$ cat config.mk
export PLATFORM = sky130hd
export DESIGN_NAME = cpuCore
export DESIGN_NICKNAME = d
export VERILOG_FILES = /design/src/source/cpuPkg.sv /design/src/source/registerFile.sv /design/src/source/addressRegisters.sv /design/src/source/alu.sv /design/src/source/dataPath.sv /design/src/source/controlSequencer.sv /design/src/source/cpuCore.sv
export SDC_FILE = /design/constraint.sdc
export NUM_CORES = 1
export LEC_CHECK = 0
export ABC_AREA = 0
export ABC_CLOCK_PERIOD_IN_PS = 3400
export BUFFER_PORTS_ARGS = -buffer_cell sky130_fd_sc_hd__buf_2
export CORE_MARGIN = 5
export CORE_UTILIZATION = 61
export DETAILED_ROUTE_END_ITERATION = 16
export GPL_ROUTABILITY_DRIVEN = 0
export PLACE_DENSITY = 0.86
export RECOVER_POWER = 100
export SLEW_MARGIN = 20
export SYNTH_ARGS = -nofsm -noshare
export SYNTH_HDL_FRONTEND = slang
export SYNTH_SLANG_ARGS = --single-unit
$ cat constraint.sdc
create_clock -name clock -period 3.4 [get_ports clock]
set_input_delay 0.51 -clock clock [delete_from_list [all_inputs] [get_ports clock]]
set_output_delay 0.51 -clock clock [all_outputs]
set_load 0.02 [all_outputs]
$ cat src/source/cpuPkg.sv
/* Core package
   Widths, opcode and operand encodings, and the bundles passed between blocks */
package cpuPkg;

    localparam int dataWidth  = 8;
    localparam int instrWidth = 16;

    typedef logic [dataWidth-1:0] byteT;

    typedef enum logic [3:0] {
        opBra = 4'd0,
        opLd  = 4'd1,
        opSt  = 4'd2,
        opMov = 4'd3,
        opAnd = 4'd4,
        opOr  = 4'd5,
        opBne = 4'd15
    } opcodeT;

    typedef enum logic [3:0] {
        codePc    = 4'd0,
        codePcAlt = 4'd1,  // Second PC alias
        codeAr    = 4'd2,
        codeSp    = 4'd3,  // No register behind it
        codeR1    = 4'd4,
        codeR2    = 4'd5,
        codeR3    = 4'd6,
        codeR4    = 4'd7
    } operandT;

    // Low byte (src1 and src2) doubles as immediate or address
    typedef struct packed {
        logic [3:0] opcode;
        logic [3:0] dest;   // Bit 2 set means immediate addressing
        logic [3:0] src1;
        logic [3:0] src2;
    } instrT;

    typedef enum logic [1:0] {aluPassA, aluPassB, aluAnd, aluOr} aluOpT;

    typedef enum logic [1:0] {stepFetchLow, stepFetchHigh, stepExecute, stepFinish} stepT;

    typedef enum logic [1:0] {wbImmediate, wbMemory, wbAlu} wbSourceT;

    typedef struct packed {
        logic zero;
        logic negative;
    } flagsT;

    typedef struct packed {
        operandT  dest;
        operandT  srcA;
        operandT  srcB;
        aluOpT    aluOp;
        wbSourceT wbSource;
        logic     regWrite;
        logic     flagsLoad;
        logic     pcInc;
        logic     addrFromAr;  // Memory address from AR instead of PC
        logic     memRead;
        logic     memWrite;
    } ctrlT;

    typedef struct packed {
        byteT addr;
        byteT wrData;
        logic read;
        logic write;
    } memReqT;

endpackage

$ cat src/source/registerFile.sv
/* General register file
   R1 to R4, one write port and two combinational read ports */
module registerFile (
    input  logic            clock,
    input  logic            rstN,
    input  logic            writeEn,
    input  cpuPkg::operandT writeSel,
    input  cpuPkg::byteT    writeData,
    input  cpuPkg::operandT readSelA,
    input  cpuPkg::operandT readSelB,
    output cpuPkg::byteT    readA,
    output cpuPkg::byteT    readB
);

    cpuPkg::byteT gpr [4];

    // Only codes 4 to 7 map onto a register
    function automatic logic isGeneral(input cpuPkg::operandT sel);
        return sel inside {cpuPkg::codeR1, cpuPkg::codeR2, cpuPkg::codeR3, cpuPkg::codeR4};
    endfunction

    always_ff @(posedge clock) begin
        if (!rstN) begin
            for (int i = 0; i < 4; i++) begin
                gpr[i] <= '0;
            end
        end else if (writeEn && isGeneral(writeSel)) begin
            gpr[writeSel[1:0]] <= writeData;
        end
    end

    assign readA = isGeneral(readSelA) ? gpr[readSelA[1:0]] : '0;
    assign readB = isGeneral(readSelB) ? gpr[readSelB[1:0]] : '0;

endmodule

$ cat src/source/addressRegisters.sv
/* Address registers
   Program counter, address register and the memory address select */
module addressRegisters (
    input  logic         clock,
    input  logic         rstN,
    input  logic         pcInc,
    input  logic         pcLoad,
    input  logic         arLoad,
    input  cpuPkg::byteT loadData,
    input  logic         addrFromAr,
    output cpuPkg::byteT pc,
    output cpuPkg::byteT ar,
    output cpuPkg::byteT memAddr
);

    always_ff @(posedge clock) begin
        if (!rstN) begin
            pc <= '0;
            ar <= '0;
        end else begin
            if (pcLoad) begin
                pc <= loadData;  // Branch or MOV into PC
            end else if (pcInc) begin
                pc <= pc + 1'b1;
            end

            if (arLoad) begin
                ar <= loadData;
            end
        end
    end

    // Fetches use PC, direct LD and ST use AR
    assign memAddr = addrFromAr ? ar : pc;

endmodule

$ cat src/source/alu.sv
/* ALU
   Pass, AND and OR with registered zero and negative flags */
module alu (
    input  logic          clock,
    input  logic          rstN,
    input  cpuPkg::aluOpT op,
    input  cpuPkg::byteT  a,
    input  cpuPkg::byteT  b,
    input  logic          flagsLoad,
    output cpuPkg::byteT  result,
    output cpuPkg::flagsT flags
);

    always_comb begin
        case (op)
            cpuPkg::aluPassA: begin
                result = a;
            end
            cpuPkg::aluPassB: begin
                result = b;
            end
            cpuPkg::aluAnd: begin
                result = a & b;
            end
            default: begin
                result = a | b;
            end
        endcase
    end

    always_ff @(posedge clock) begin
        if (!rstN) begin
            flags <= '0;
        end else if (flagsLoad) begin
            flags.zero     <= (result == '0);
            flags.negative <= result[cpuPkg::dataWidth-1];  // Sign bit
        end
    end

endmodule

$ cat src/source/dataPath.sv
/* Data path
   Operand and write-back muxes around the registers and ALU, builds the memory request */
module dataPath (
    input  logic           clock,
    input  logic           rstN,
    input  cpuPkg::ctrlT   ctrl,
    input  cpuPkg::instrT  instr,
    input  cpuPkg::byteT   memRdData,
    output cpuPkg::flagsT  flags,
    output cpuPkg::memReqT memReq
);

    cpuPkg::byteT pc;
    cpuPkg::byteT ar;
    cpuPkg::byteT regA;
    cpuPkg::byteT regB;
    cpuPkg::byteT operandA;
    cpuPkg::byteT aluResult;
    cpuPkg::byteT wbData;
    cpuPkg::byteT memAddr;
    logic         pcLoad;
    logic         arLoad;

    // Operand A may be any code, PC and AR come from here
    always_comb begin
        case (ctrl.srcA)
            cpuPkg::codePc, cpuPkg::codePcAlt: begin
                operandA = pc;
            end
            cpuPkg::codeAr: begin
                operandA = ar;
            end
            default: begin
                operandA = regA;
            end
        endcase
    end

    always_comb begin
        case (ctrl.wbSource)
            cpuPkg::wbImmediate: begin
                wbData = {instr.src1, instr.src2};
            end
            cpuPkg::wbMemory: begin
                wbData = memRdData;
            end
            default: begin
                wbData = aluResult;
            end
        endcase
    end

    assign pcLoad = ctrl.regWrite &&
                    (ctrl.dest == cpuPkg::codePc || ctrl.dest == cpuPkg::codePcAlt);
    assign arLoad = ctrl.regWrite && (ctrl.dest == cpuPkg::codeAr);

    registerFile u_registerFile (
        .clock     (clock),
        .rstN      (rstN),
        .writeEn   (ctrl.regWrite),  // Non-general codes dropped inside
        .writeSel  (ctrl.dest),
        .writeData (wbData),
        .readSelA  (ctrl.srcA),
        .readSelB  (ctrl.srcB),
        .readA     (regA),
        .readB     (regB)
    );

    addressRegisters u_addressRegisters (
        .clock      (clock),
        .rstN       (rstN),
        .pcInc      (ctrl.pcInc),
        .pcLoad     (pcLoad),
        .arLoad     (arLoad),
        .loadData   (wbData),
        .addrFromAr (ctrl.addrFromAr),
        .pc         (pc),
        .ar         (ar),
        .memAddr    (memAddr)
    );

    alu u_alu (
        .clock     (clock),
        .rstN      (rstN),
        .op        (ctrl.aluOp),
        .a         (operandA),
        .b         (regB),
        .flagsLoad (ctrl.flagsLoad),
        .result    (aluResult),
        .flags     (flags)
    );

    assign memReq.addr   = memAddr;
    assign memReq.wrData = aluResult;  // ST passes its register through operand B
    assign memReq.read   = ctrl.memRead;
    assign memReq.write  = ctrl.memWrite;

endmodule

$ cat src/source/controlSequencer.sv
/* Control sequencer
   Instruction register, fetch and execute steps, decode into the control word */
module controlSequencer (
    input  logic          clock,
    input  logic          rstN,
    input  cpuPkg::byteT  memRdData,
    input  cpuPkg::flagsT flags,
    output cpuPkg::ctrlT  ctrl,
    output cpuPkg::instrT instr
);

    logic [cpuPkg::instrWidth-1:0] irBits;
    cpuPkg::stepT                  step;
    cpuPkg::stepT                  stepNext;
    cpuPkg::opcodeT                opcode;
    cpuPkg::operandT               ldstReg;
    cpuPkg::aluOpT                 logicOp;
    logic                          ldDirect;
    logic                          needsFinish;

    assign instr       = cpuPkg::instrT'(irBits);
    assign opcode      = cpuPkg::opcodeT'(instr.opcode);
    assign ldstReg     = cpuPkg::operandT'({2'b01, instr.dest[1:0]});  // R1 to R4
    assign ldDirect    = (opcode == cpuPkg::opLd) && !instr.dest[2];
    assign needsFinish = ldDirect || (opcode == cpuPkg::opSt);

    // Low byte first, little-endian in memory
    always_ff @(posedge clock) begin
        if (step == cpuPkg::stepFetchLow) begin
            irBits[cpuPkg::dataWidth-1:0] <= memRdData;
        end
        if (step == cpuPkg::stepFetchHigh) begin
            irBits[cpuPkg::instrWidth-1:cpuPkg::dataWidth] <= memRdData;
        end
    end

    always_comb begin
        case (step)
            cpuPkg::stepFetchLow: begin
                stepNext = cpuPkg::stepFetchHigh;
            end
            cpuPkg::stepFetchHigh: begin
                stepNext = cpuPkg::stepExecute;
            end
            cpuPkg::stepExecute: begin
                stepNext = needsFinish ? cpuPkg::stepFinish : cpuPkg::stepFetchLow;
            end
            default: begin
                stepNext = cpuPkg::stepFetchLow;
            end
        endcase
    end

    always_ff @(posedge clock) begin
        if (!rstN) begin
            step <= cpuPkg::stepFetchLow;
        end else begin
            step <= stepNext;
        end
    end

    always_comb begin
        case (opcode)
            cpuPkg::opAnd: begin
                logicOp = cpuPkg::aluAnd;
            end
            cpuPkg::opOr: begin
                logicOp = cpuPkg::aluOr;
            end
            default: begin
                logicOp = cpuPkg::aluPassA;  // MOV
            end
        endcase
    end

    always_comb begin
        ctrl = '0;
        case (step)
            cpuPkg::stepFetchLow, cpuPkg::stepFetchHigh: begin
                ctrl.memRead = 1'b1;
                ctrl.pcInc   = 1'b1;
            end
            cpuPkg::stepExecute: begin
                case (opcode)
                    cpuPkg::opBra, cpuPkg::opBne: begin
                        ctrl.dest     = cpuPkg::codePc;
                        ctrl.wbSource = cpuPkg::wbImmediate;
                        ctrl.regWrite = (opcode == cpuPkg::opBra) || !flags.zero;
                    end
                    cpuPkg::opLd, cpuPkg::opSt: begin
                        // Direct forms stage the address in AR first
                        ctrl.dest     = (opcode == cpuPkg::opSt || ldDirect) ?
                                        cpuPkg::codeAr : ldstReg;
                        ctrl.wbSource = cpuPkg::wbImmediate;
                        ctrl.regWrite = 1'b1;
                    end
                    cpuPkg::opMov, cpuPkg::opAnd, cpuPkg::opOr: begin
                        ctrl.dest      = cpuPkg::operandT'(instr.dest);
                        ctrl.srcA      = cpuPkg::operandT'(instr.src1);
                        ctrl.srcB      = cpuPkg::operandT'(instr.src2);
                        ctrl.aluOp     = logicOp;
                        ctrl.wbSource  = cpuPkg::wbAlu;
                        ctrl.regWrite  = 1'b1;
                        ctrl.flagsLoad = 1'b1;
                    end
                    default: begin
                    end
                endcase
            end
            default: begin
                ctrl.addrFromAr = 1'b1;
                ctrl.srcB       = ldstReg;
                ctrl.aluOp      = cpuPkg::aluPassB;
                if (opcode == cpuPkg::opLd) begin
                    ctrl.memRead  = 1'b1;
                    ctrl.dest     = ldstReg;
                    ctrl.wbSource = cpuPkg::wbMemory;
                    ctrl.regWrite = 1'b1;
                end else begin
                    ctrl.memWrite = 1'b1;  // ST strobe
                end
            end
        endcase
    end

endmodule

$ cat src/source/cpuCore.sv
/* CPU core top
   Sequencer and data path joined, memory bus exposed */
module cpuCore (
    input  logic           clock,
    input  logic           rstN,
    output cpuPkg::memReqT memReq,
    input  cpuPkg::byteT   memRdData
);

    cpuPkg::ctrlT  ctrl;
    cpuPkg::instrT instr;
    cpuPkg::flagsT flags;

    controlSequencer u_controlSequencer (
        .clock     (clock),
        .rstN      (rstN),
        .memRdData (memRdData),  // Instruction bytes
        .flags     (flags),
        .ctrl      (ctrl),
        .instr     (instr)
    );

    dataPath u_dataPath (
        .clock     (clock),
        .rstN      (rstN),
        .ctrl      (ctrl),
        .instr     (instr),
        .memRdData (memRdData),
        .flags     (flags),
        .memReq    (memReq)
    );

endmodule

Word-level counts from Yosys, hierarchy flattened

Memories as Yosys holds them, arrays and structs flattened.
Cells that the tools add are included.

Bitwise gates (word level): 2
$add $sub $neg: 1
Reductions and logical operators: 27
Multiplexer cells: 34
Equality and inequality tests: 27

Operators by type and width:

| cell                | count |
|---|---|
| $eq 4x3->1 const B  | 14 |
| $mux 8              | 6 |
| $pmux 8 s2          | 2 |
| $pmux 8 s3          | 1 |
| $pmux 9 s2          | 1 |
| $eq 4x2->1 const B  | 4 |
| $pmux 4 s2          | 2 |
| $eq 4x1->1 const B  | 3 |
| $logic_not 4->1     | 3 |
| $reduce_bool 4->1   | 3 |
| $mux 1              | 11 |
| $mux 10             | 1 |
| $pmux 3 s3          | 1 |
| $add 8x1->8 const B | 1 |
| $and 8x8->8         | 1 |
| $logic_not 8->1     | 1 |
| $or 8x8->8          | 1 |
| $reduce_or 2->1     | 4 |
| $reduce_or 8->1     | 1 |
| $eq 2x1->1 const B  | 3 |
| $logic_not 2->1     | 3 |
| $mux 2              | 3 |
| $mux 3              | 2 |
| $pmux 2 s3          | 1 |
| other kinds (10)    | 18 |

Input port bits: 10
Logic and storage cells: 98
Bits in registers: 35
Memories: 1
Bits in writable memories: 32

Memory list:

| memory                        | depth | width | read ports | clocked after memory_dff | write ports | line               | text |
|---|---|---|---|---|---|---|---|
| u_dataPath.u_registerFile.gpr | 4     | 8     | 2          | 0                        | 4           | registerFile.sv:15 | `cpuPkg::byteT gpr [4];` |

Logic depth before layout (Yosys ltp)

Gate-level depths: netlist of the first run.

Depth in word-level cells: 14
Depth in mapped cells: 11

Modules after synthesis

Synthesis of the first run repeated with hierarchy kept, for this count alone.

Cell total of the unflattened synthesis: 417
Area, all modules: 4415.5 um2

By module, submodules not included:

| module           | area an instance (um2) | times used | cells each | seq. area each (um2) |
|---|---|---|---|---|
| registerFile     | 1906.8                 | 1          | 146        | 960.9 |
| controlSequencer | 945.9                  | 1          | 83         | 520.5 |
| addressRegisters | 832.0                  | 1          | 87         | 320.3 |
| dataPath         | 412.9                  | 1          | 52         | 0.0 |
| alu              | 317.8                  | 1          | 49         | 40.0 |

Least setup slack after synthesis of the first run

No wires, ideal clock.

Path kind: register -> register
Start point: register u_controlSequencer.irBits (netlist bit u_controlSequencer.instr[13])
End point: memory u_dataPath.u_registerFile.gpr[1][0] (netlist name), enable pin
Data required time: 3.016 ns
Stages on the path, launching flop included: 7
Path buffers: 2
Period minus slack after synthesis: 2.780 ns
Library setup time: 0.384 ns
Arrival time: 2.396 ns
Path slack: 0.620 ns
Cells stage by stage: edfxtp_1 > clkbuf_1 > nor4_1 > o21ai_0 > or2_2 > clkbuf_1 > o21ai_0

RTL lines:

| item                            | line                   | text |
|---|---|---|
| start, declared                 | controlSequencer.sv:12 | `logic [cpuPkg::instrWidth-1:0] irBits;` |
| start signal, assigned by index | controlSequencer.sv:30 | `irBits[cpuPkg::dataWidth-1:0] <= memRdData;` |
| start signal, assigned by index | controlSequencer.sv:33 | `irBits[cpuPkg::instrWidth-1:cpuPkg::dataWidth] <= memRdData;` |
| end, declared                   | registerFile.sv:15     |  |

==> impl_metrics.env, run 1 <==
export IMPL_run_status="completed"
export IMPL_post_place_ws_ps=213
export IMPL_hold_violations=0
export IMPL_cts_root_buf="clkbuf_8"
export IMPL_initial_core_util_pct=62.8
export IMPL_fmax_mhz=302
export IMPL_fin_crit_sh_pct=97.5
export IMPL_worstSetupStartpointType="flop"
export IMPL_cp_max_fo=7
export IMPL_fin_ws_ps=83.4
export IMPL_slowest_stage="nor3b_1"
export IMPL_drtIter0Drc=764
export IMPL_worstHoldEndpoint="u_controlSequencer.instr[9]"
export IMPL_async_reset_ff_share_pct=0
export IMPL_synth_area_leader_cell="edfxtp_1"
export IMPL_reg2reg_depth=8
export IMPL_worst_slew_pin_slew_ps=788
export IMPL_area_growth_syn_to_layout_pct=13.2
export IMPL_final_antenna_net_count=0
export IMPL_grt_max_degree=27
export IMPL_p_leak_nw=1.75
export IMPL_grt_pass1_wl_um=18500
export IMPL_final_nets=453
export IMPL_synth_area_top_cells="edfxtp_1 (36%), dfxtp_1 (9.5%), o21ai_0 (4.5%)"
export IMPL_synth_top_area_share_pct=36.0
export IMPL_n_antenna_cell=0
export IMPL_drtPass1Iterations=6
export IMPL_endpoint_kind="output port"
export IMPL_synthDistinctLibCells=64
export IMPL_grt_antenna_before_repair=0
export IMPL_core_um2=6390
export IMPL_max_stage_delay_ps=580
export IMPL_grt_use_total_pct=28.6
export IMPL_post_route_drc_count=0
export IMPL_clockBufferDepth=2
export IMPL_drv_slew=0
export IMPL_globalRoute_totalOverflow=0
export IMPL_crit_required_ps=2890
export IMPL_rsz0062_at_grt="no"
export IMPL_r2r_slack_ps=100
export IMPL_syn_inst=396
export IMPL_dp_hpwl_um=8480
export IMPL_powerDensity_nw_per_um2=439
export IMPL_hold_start="memRdData[1]"
export IMPL_finalWirelength_um=12200
export IMPL_ctsHoldBuffers=0
export IMPL_synth_seq_cells=67
export IMPL_crit_buf_inv=3
export IMPL_finalClockSkew_ps=10.5
export IMPL_die_area_um2=8290
export IMPL_routedWlPerCell_um=23.4
export IMPL_path_class="reg2out"
export IMPL_fillers=472
export IMPL_die_h_um=91.1
export IMPL_place_inst=492
export IMPL_ir_drop_v=0.000403
export IMPL_r2r_end="u_dataPath.u_registerFile.gpr[2][6]"
export IMPL_final_common_cell="edfxtp_1"
export IMPL_setup_tns_ps=0
export IMPL_synth_ff_type="edfxtp_1"
export IMPL_clock_latency_ps=360
export IMPL_min_period_ps=3320
export IMPL_hold_path_class="in2reg"
export IMPL_avgViaCountPerCell=7.19
export IMPL_drive_gt1_share_pct=21.3
export IMPL_synth_edf_count=48
export IMPL_io_buffers=27
export IMPL_cts_tree="yes"
export IMPL_synth_avg_cell_area_um2=10.1
export IMPL_core_rowCount=29
export IMPL_setup_violations=0
export IMPL_cp_top_family="compound AO/OA/AOI/OAI gates"
export IMPL_routed_via_count=3765
export IMPL_path_cells="buf_4 > nor3b_1 > a31oi_1 > a211o_1 > o32a_1 > inv_1 > buf_2"
export IMPL_r2r_start="u_controlSequencer.instr[12]"
export IMPL_clkTransAtPathRegs_ps=80
export IMPL_grt_pass1_vias=3448
export IMPL_crit_arrival_ps=2810
export IMPL_yosysSeqAreaShare_pct=45.5
export IMPL_maxSlewHeadroom_pct=46.9
export IMPL_min_path_cells=1
export IMPL_syn_area_um2=4010
export IMPL_hold_worst_slack_ps=400
export IMPL_yosysWarningCount=0
export IMPL_drv_cap=0
export IMPL_syn_num_nets=407
export IMPL_cts_sinks=67
export IMPL_cts_buffers=9
export IMPL_stdcell_count=524
export IMPL_die_w_um=91.1
export IMPL_cts_max_level=3
export IMPL_ios=28
export IMPL_final_cell_mix="edfxtp_1 (48), o21ai_0 (36), nor2_1 (34)"
[per-stage QoR]
step,util (%),instance area (µm²),power (W)
detailed placement,66.5,4250,0.00130
CTS,69.8,4460,0.00197
finish,71.0,4540,0.00199
floorplan,-,4010,0.00119
global placement,66.5,4250,0.00130
global route,71.0,4540,0.00205
[cell usage after synthesis, types with 7 or more instances]
cell / n
nor3_1: 10
o21ai_0: 36
mux4_2: 8
mux2_2: 9
dfxtp_1: 19
a22o_1: 8
a21oi_1: 20
edfxtp_1: 48
nor2_1: 34
nor2b_1: 7
or2_2: 8
a21boi_0: 7
nand2_1: 25
o2111ai_1: 7
clkbuf_1: 14
and2_1: 9
inv_1: 14
[timing repair]
action	in CTS	in global routing
pin swaps	0	2
gates resized for setup	3	4
hold endpoints to repair	0	0
endpoints found under the setup margin	5	7
setup buffers	0	16
[where the power goes]
part	switching (W)	internal, W
Sequential	0.0000503	0.000920
Combinational	0.000211	0.000131
Clock	0.000338	0.000342
Total	0.000599	0.00139
[sequential cells by signal (all words and copies together), names as in the netlist]
| signal | flops |
|---|---|
| u_dataPath.u_addressRegisters.pc | 8 |
| u_dataPath.u_registerFile.gpr | 32 |
| u_controlSequencer.step | 2 |
| u_controlSequencer.instr | 16 |
| u_dataPath.u_alu.flags | 1 |
| u_dataPath.u_addressRegisters.ar | 8 |
[per-layer routing]
layer	track usage (%)	up-vias	share of wire, %
met2	44.5	334	46
met3	8.43	83	13
met4	11.0	0	5.5
li1	-	1609	-
met1	37.9	1739	36
met5	0	-	0
[worst max-delay path by stage]
stage	startpoint	end	slack, ps	cells after the start
final	u_controlSequencer.instr[15]	memReq[6]	80	7
after global routing	u_controlSequencer.instr[12]	u_dataPath.u_registerFile.gpr[1][3]	1	8
after CTS	u_controlSequencer.instr[15]	memReq[3]	60	7
after detailed placement	u_controlSequencer.instr[15]	u_dataPath.u_registerFile.gpr[0][1]	210	8
after global placement	u_controlSequencer.instr[12]	u_dataPath.u_registerFile.gpr[2][0]	340	8
after floorplan	u_controlSequencer.instr[13]	u_dataPath.u_registerFile.gpr[1][0]	620	6
[area by class of cell]
cell class | instances | area (µm²) | share of cell area [%]
clock buffers | 9 | 124 | 2.73
clock inverters | 7 | 77.6 | 1.71
inverters | 14 | 52.6 | 1.16
multi-input cells | 289 | 2010 | 44.4
flip-flops and latches | 67 | 1820 | 40.2
well taps | 77 | 96.3 | 2.12
repair buffers | 61 | 348 | 7.67
[cell families (layout without fill, tap and decap cells)]
logic type / after synthesis / after routing / synth area share [%]
adder cells (fa/ha/maj): 1 / 1 / 0.312
AO/OA/AOI/OAI: 134 / 134 / 23.8
buffers and inverters: 40 / 91 / 4.43
XOR/XNOR: 7 / 7 / 1.53
flip-flops: 67 / 67 / 45.5
multiplexers: 17 / 17 / 7.02
AND/OR/NAND/NOR: 130 / 130 / 17.4
(Power assumes the default switching activity.)
==> inputs of run 2 (changes only) <==
--- a/config.mk
+++ b/config.mk
@@ -12,7 +12,7 @@
 export CORE_UTILIZATION = 61
 export DETAILED_ROUTE_END_ITERATION = 16
 export GPL_ROUTABILITY_DRIVEN = 0
-export PLACE_DENSITY = 0.86
+export PLACE_DENSITY_LB_ADDON = 0.08
 export RECOVER_POWER = 100
 export SLEW_MARGIN = 20
 export SYNTH_ARGS = -nofsm -noshare
==> impl_metrics.env, run 2 (same netlist as run 1, synthesis figures left out) <==
export IMPL_multi_input_area_um2=2020
export IMPL_endpoint_kind="output port"
export IMPL_drtPass1Iterations=5
export IMPL_hold_start="memRdData[1]"
export IMPL_clkPwrFrac_pct=30.0
export IMPL_crit_required_ps=2890
export IMPL_ios=28
export IMPL_clkTransAtPathRegs_ps=70
export IMPL_finalPower_w=0.00186
export IMPL_crit_arrival_ps=2800
export IMPL_min_path_cells=1
export IMPL_final_antenna_net_count=0
export IMPL_cts_buffers=9
export IMPL_finalClockSkew_ps=9.15
export IMPL_drtIter0Drc=499
export IMPL_maxSlewHeadroom_pct=49.1
export IMPL_ctsHoldBuffers=0
export IMPL_setup_tns_ps=0
export IMPL_clockBufferDepth=2
export IMPL_r2r_start="u_controlSequencer.step[1]"
export IMPL_comb_power_share_pct=17.3
export IMPL_globalRoute_totalOverflow=0
export IMPL_die_w_um=91.1
export IMPL_rsz0062_at_grt="no"
export IMPL_routed_via_count=3543
export IMPL_stdcell_count=517
export IMPL_avgViaCountPerCell=6.85
export IMPL_die_area_um2=8290
export IMPL_min_period_ps=3310
export IMPL_p_leak_nw=1.69
export IMPL_path_class="reg2out"
export IMPL_worstSetupStartpointType="flop"
export IMPL_final_cell_mix="edfxtp_1 (48), o21ai_0 (36), nor2_1 (34)"
export IMPL_regArea_um2=1820
export IMPL_hold_violations=0
export IMPL_p_sw_w=0.000553
export IMPL_fmax_mhz=302
export IMPL_cts_root_buf="clkbuf_8"
export IMPL_ir_drop_v=0.000324
export IMPL_grt_pass1_wl_um=18500
export IMPL_area_growth_syn_to_layout_pct=10.8
export IMPL_p_sw_share_pct=29.8
export IMPL_core_um2=6390
export IMPL_final_common_cell="edfxtp_1"
export IMPL_fillers=505
export IMPL_grt_use_total_pct=29.0
export IMPL_initial_core_util_pct=62.8
export IMPL_post_route_drc_count=0
export IMPL_cts_tree="yes"
export IMPL_grt_pass1_vias=3312
export IMPL_die_h_um=91.1
export IMPL_finalWirelength_um=11900
export IMPL_drv_slew=0
export IMPL_dp_hpwl_um=8570
export IMPL_reg2reg_depth=7
export IMPL_regMostFlops="u_dataPath.u_registerFile.gpr"
export IMPL_fin_crit_sh_pct=97.4
export IMPL_clock_latency_ps=350
export IMPL_setup_violations=0
export IMPL_cts_max_level=3
export IMPL_hold_path_class="in2reg"
export IMPL_drv_cap=0
export IMPL_worst_slew_pin_slew_ps=762
export IMPL_final_nets=446
export IMPL_p_int_w=0.00130
export IMPL_seq_power_share_pct=52.6
export IMPL_fin_area_um2=4440
export IMPL_grt_max_degree=27
export IMPL_core_rowCount=29
export IMPL_largest_reg_flops=32
export IMPL_drive_gt1_share_pct=19.1
export IMPL_run_status="completed"
export IMPL_grt_antenna_before_repair=0
export IMPL_powerDensity_nw_per_um2=418
export IMPL_crit_start="u_controlSequencer.instr[15]"
export IMPL_io_buffers=27
export IMPL_dpl_instance_area_um2=4300
export IMPL_n_antenna_cell=0
export IMPL_cts_sinks=67
export IMPL_place_inst=498
export IMPL_cp_max_fo=10
export IMPL_routedWlPerCell_um=22.9
-- run 2: cell types whose count changed in the layout (fill, tap and decap cells not counted), sizes merged --
cell    previous run  this run
buf               37        29
bufinv             1         0
clkbuf            33        35
inv               15        14
clkinv             3         4
-- run 2: routing by layer --
metal  global-route usage (%)  vias up  share of wire [%]
li1                         -     1589                  -
met1                     40.0     1654                 39
met2                     44.4      257                 45
met3                     5.70       43                 11
met4                     13.2        0                4.5
met5                        0        -                  0
-- run 2: critical path: stages, from the launching register on --
cell	delay, ps
edfxtp_1	550
nor4bb_2	410
a21boi_0	230
buf_4	170
o211ai_1	190
o221ai_1	310
o2111ai_1	180
and2_0	220
buf_2	180
-- run 2: path summary, 6_finish.rpt --
path / slack (ps) / to
max reg2reg: 180 / u_dataPath.u_registerFile.gpr[1][6]
min reg2reg: 560 / u_dataPath.u_alu.flags[1]
max: 90 / memReq[3]
min: 400 / u_controlSequencer.instr[1]
-- run 2: metrics by stage --
| stage | worst slack (ps) | hold WS, ps | util [%] |
|---|---|---|---|
| 3_5_place_dp | 411 | 519 | 67.3 |
| 3_3_place_gp | 449 | 519 | 67.3 |
| 2_1_floorplan | 620 | 464 | - |
| 4_1_cts | 70.3 | 358 | 69.8 |
| 5_1_grt | 1.66 | 412 | 69.5 |
| 6_report | 89.9 | 398 | 69.5 |
-- run 2: final cells by class --
| type | instances | share of cell area (%) |
|---|---|---|
| Clock buffer | 10 | 2.87 |
| Clock inverter | 6 | 0.733 |
| Inverter | 14 | 1.18 |
| Multi-Input combinational cell | 289 | 45.4 |
| Sequential cell | 67 | 41.1 |
| Tap cell | 77 | 2.17 |
| Timing Repair Buffer | 54 | 6.57 |
-- run 2: what timing repair did --
action / in CTS / in global routing
endpoints found under the setup margin: 0 / 7
setup buffers: 0 / 3
resized for setup: 0 / 6
-- run 2: power by group through the flow --
stage / logic (W) / registers, W / clock network [W]
2_1_floorplan: 0.000231 / 0.000960 / 0
3_3_place_gp: 0.000318 / 0.000989 / 0
3_5_place_dp: 0.000321 / 0.000991 / 0
4_1_cts: 0.000323 / 0.000973 / 0.000563
5_1_grt: 0.000341 / 0.000981 / 0.000605
6_report: 0.000322 / 0.000976 / 0.000557
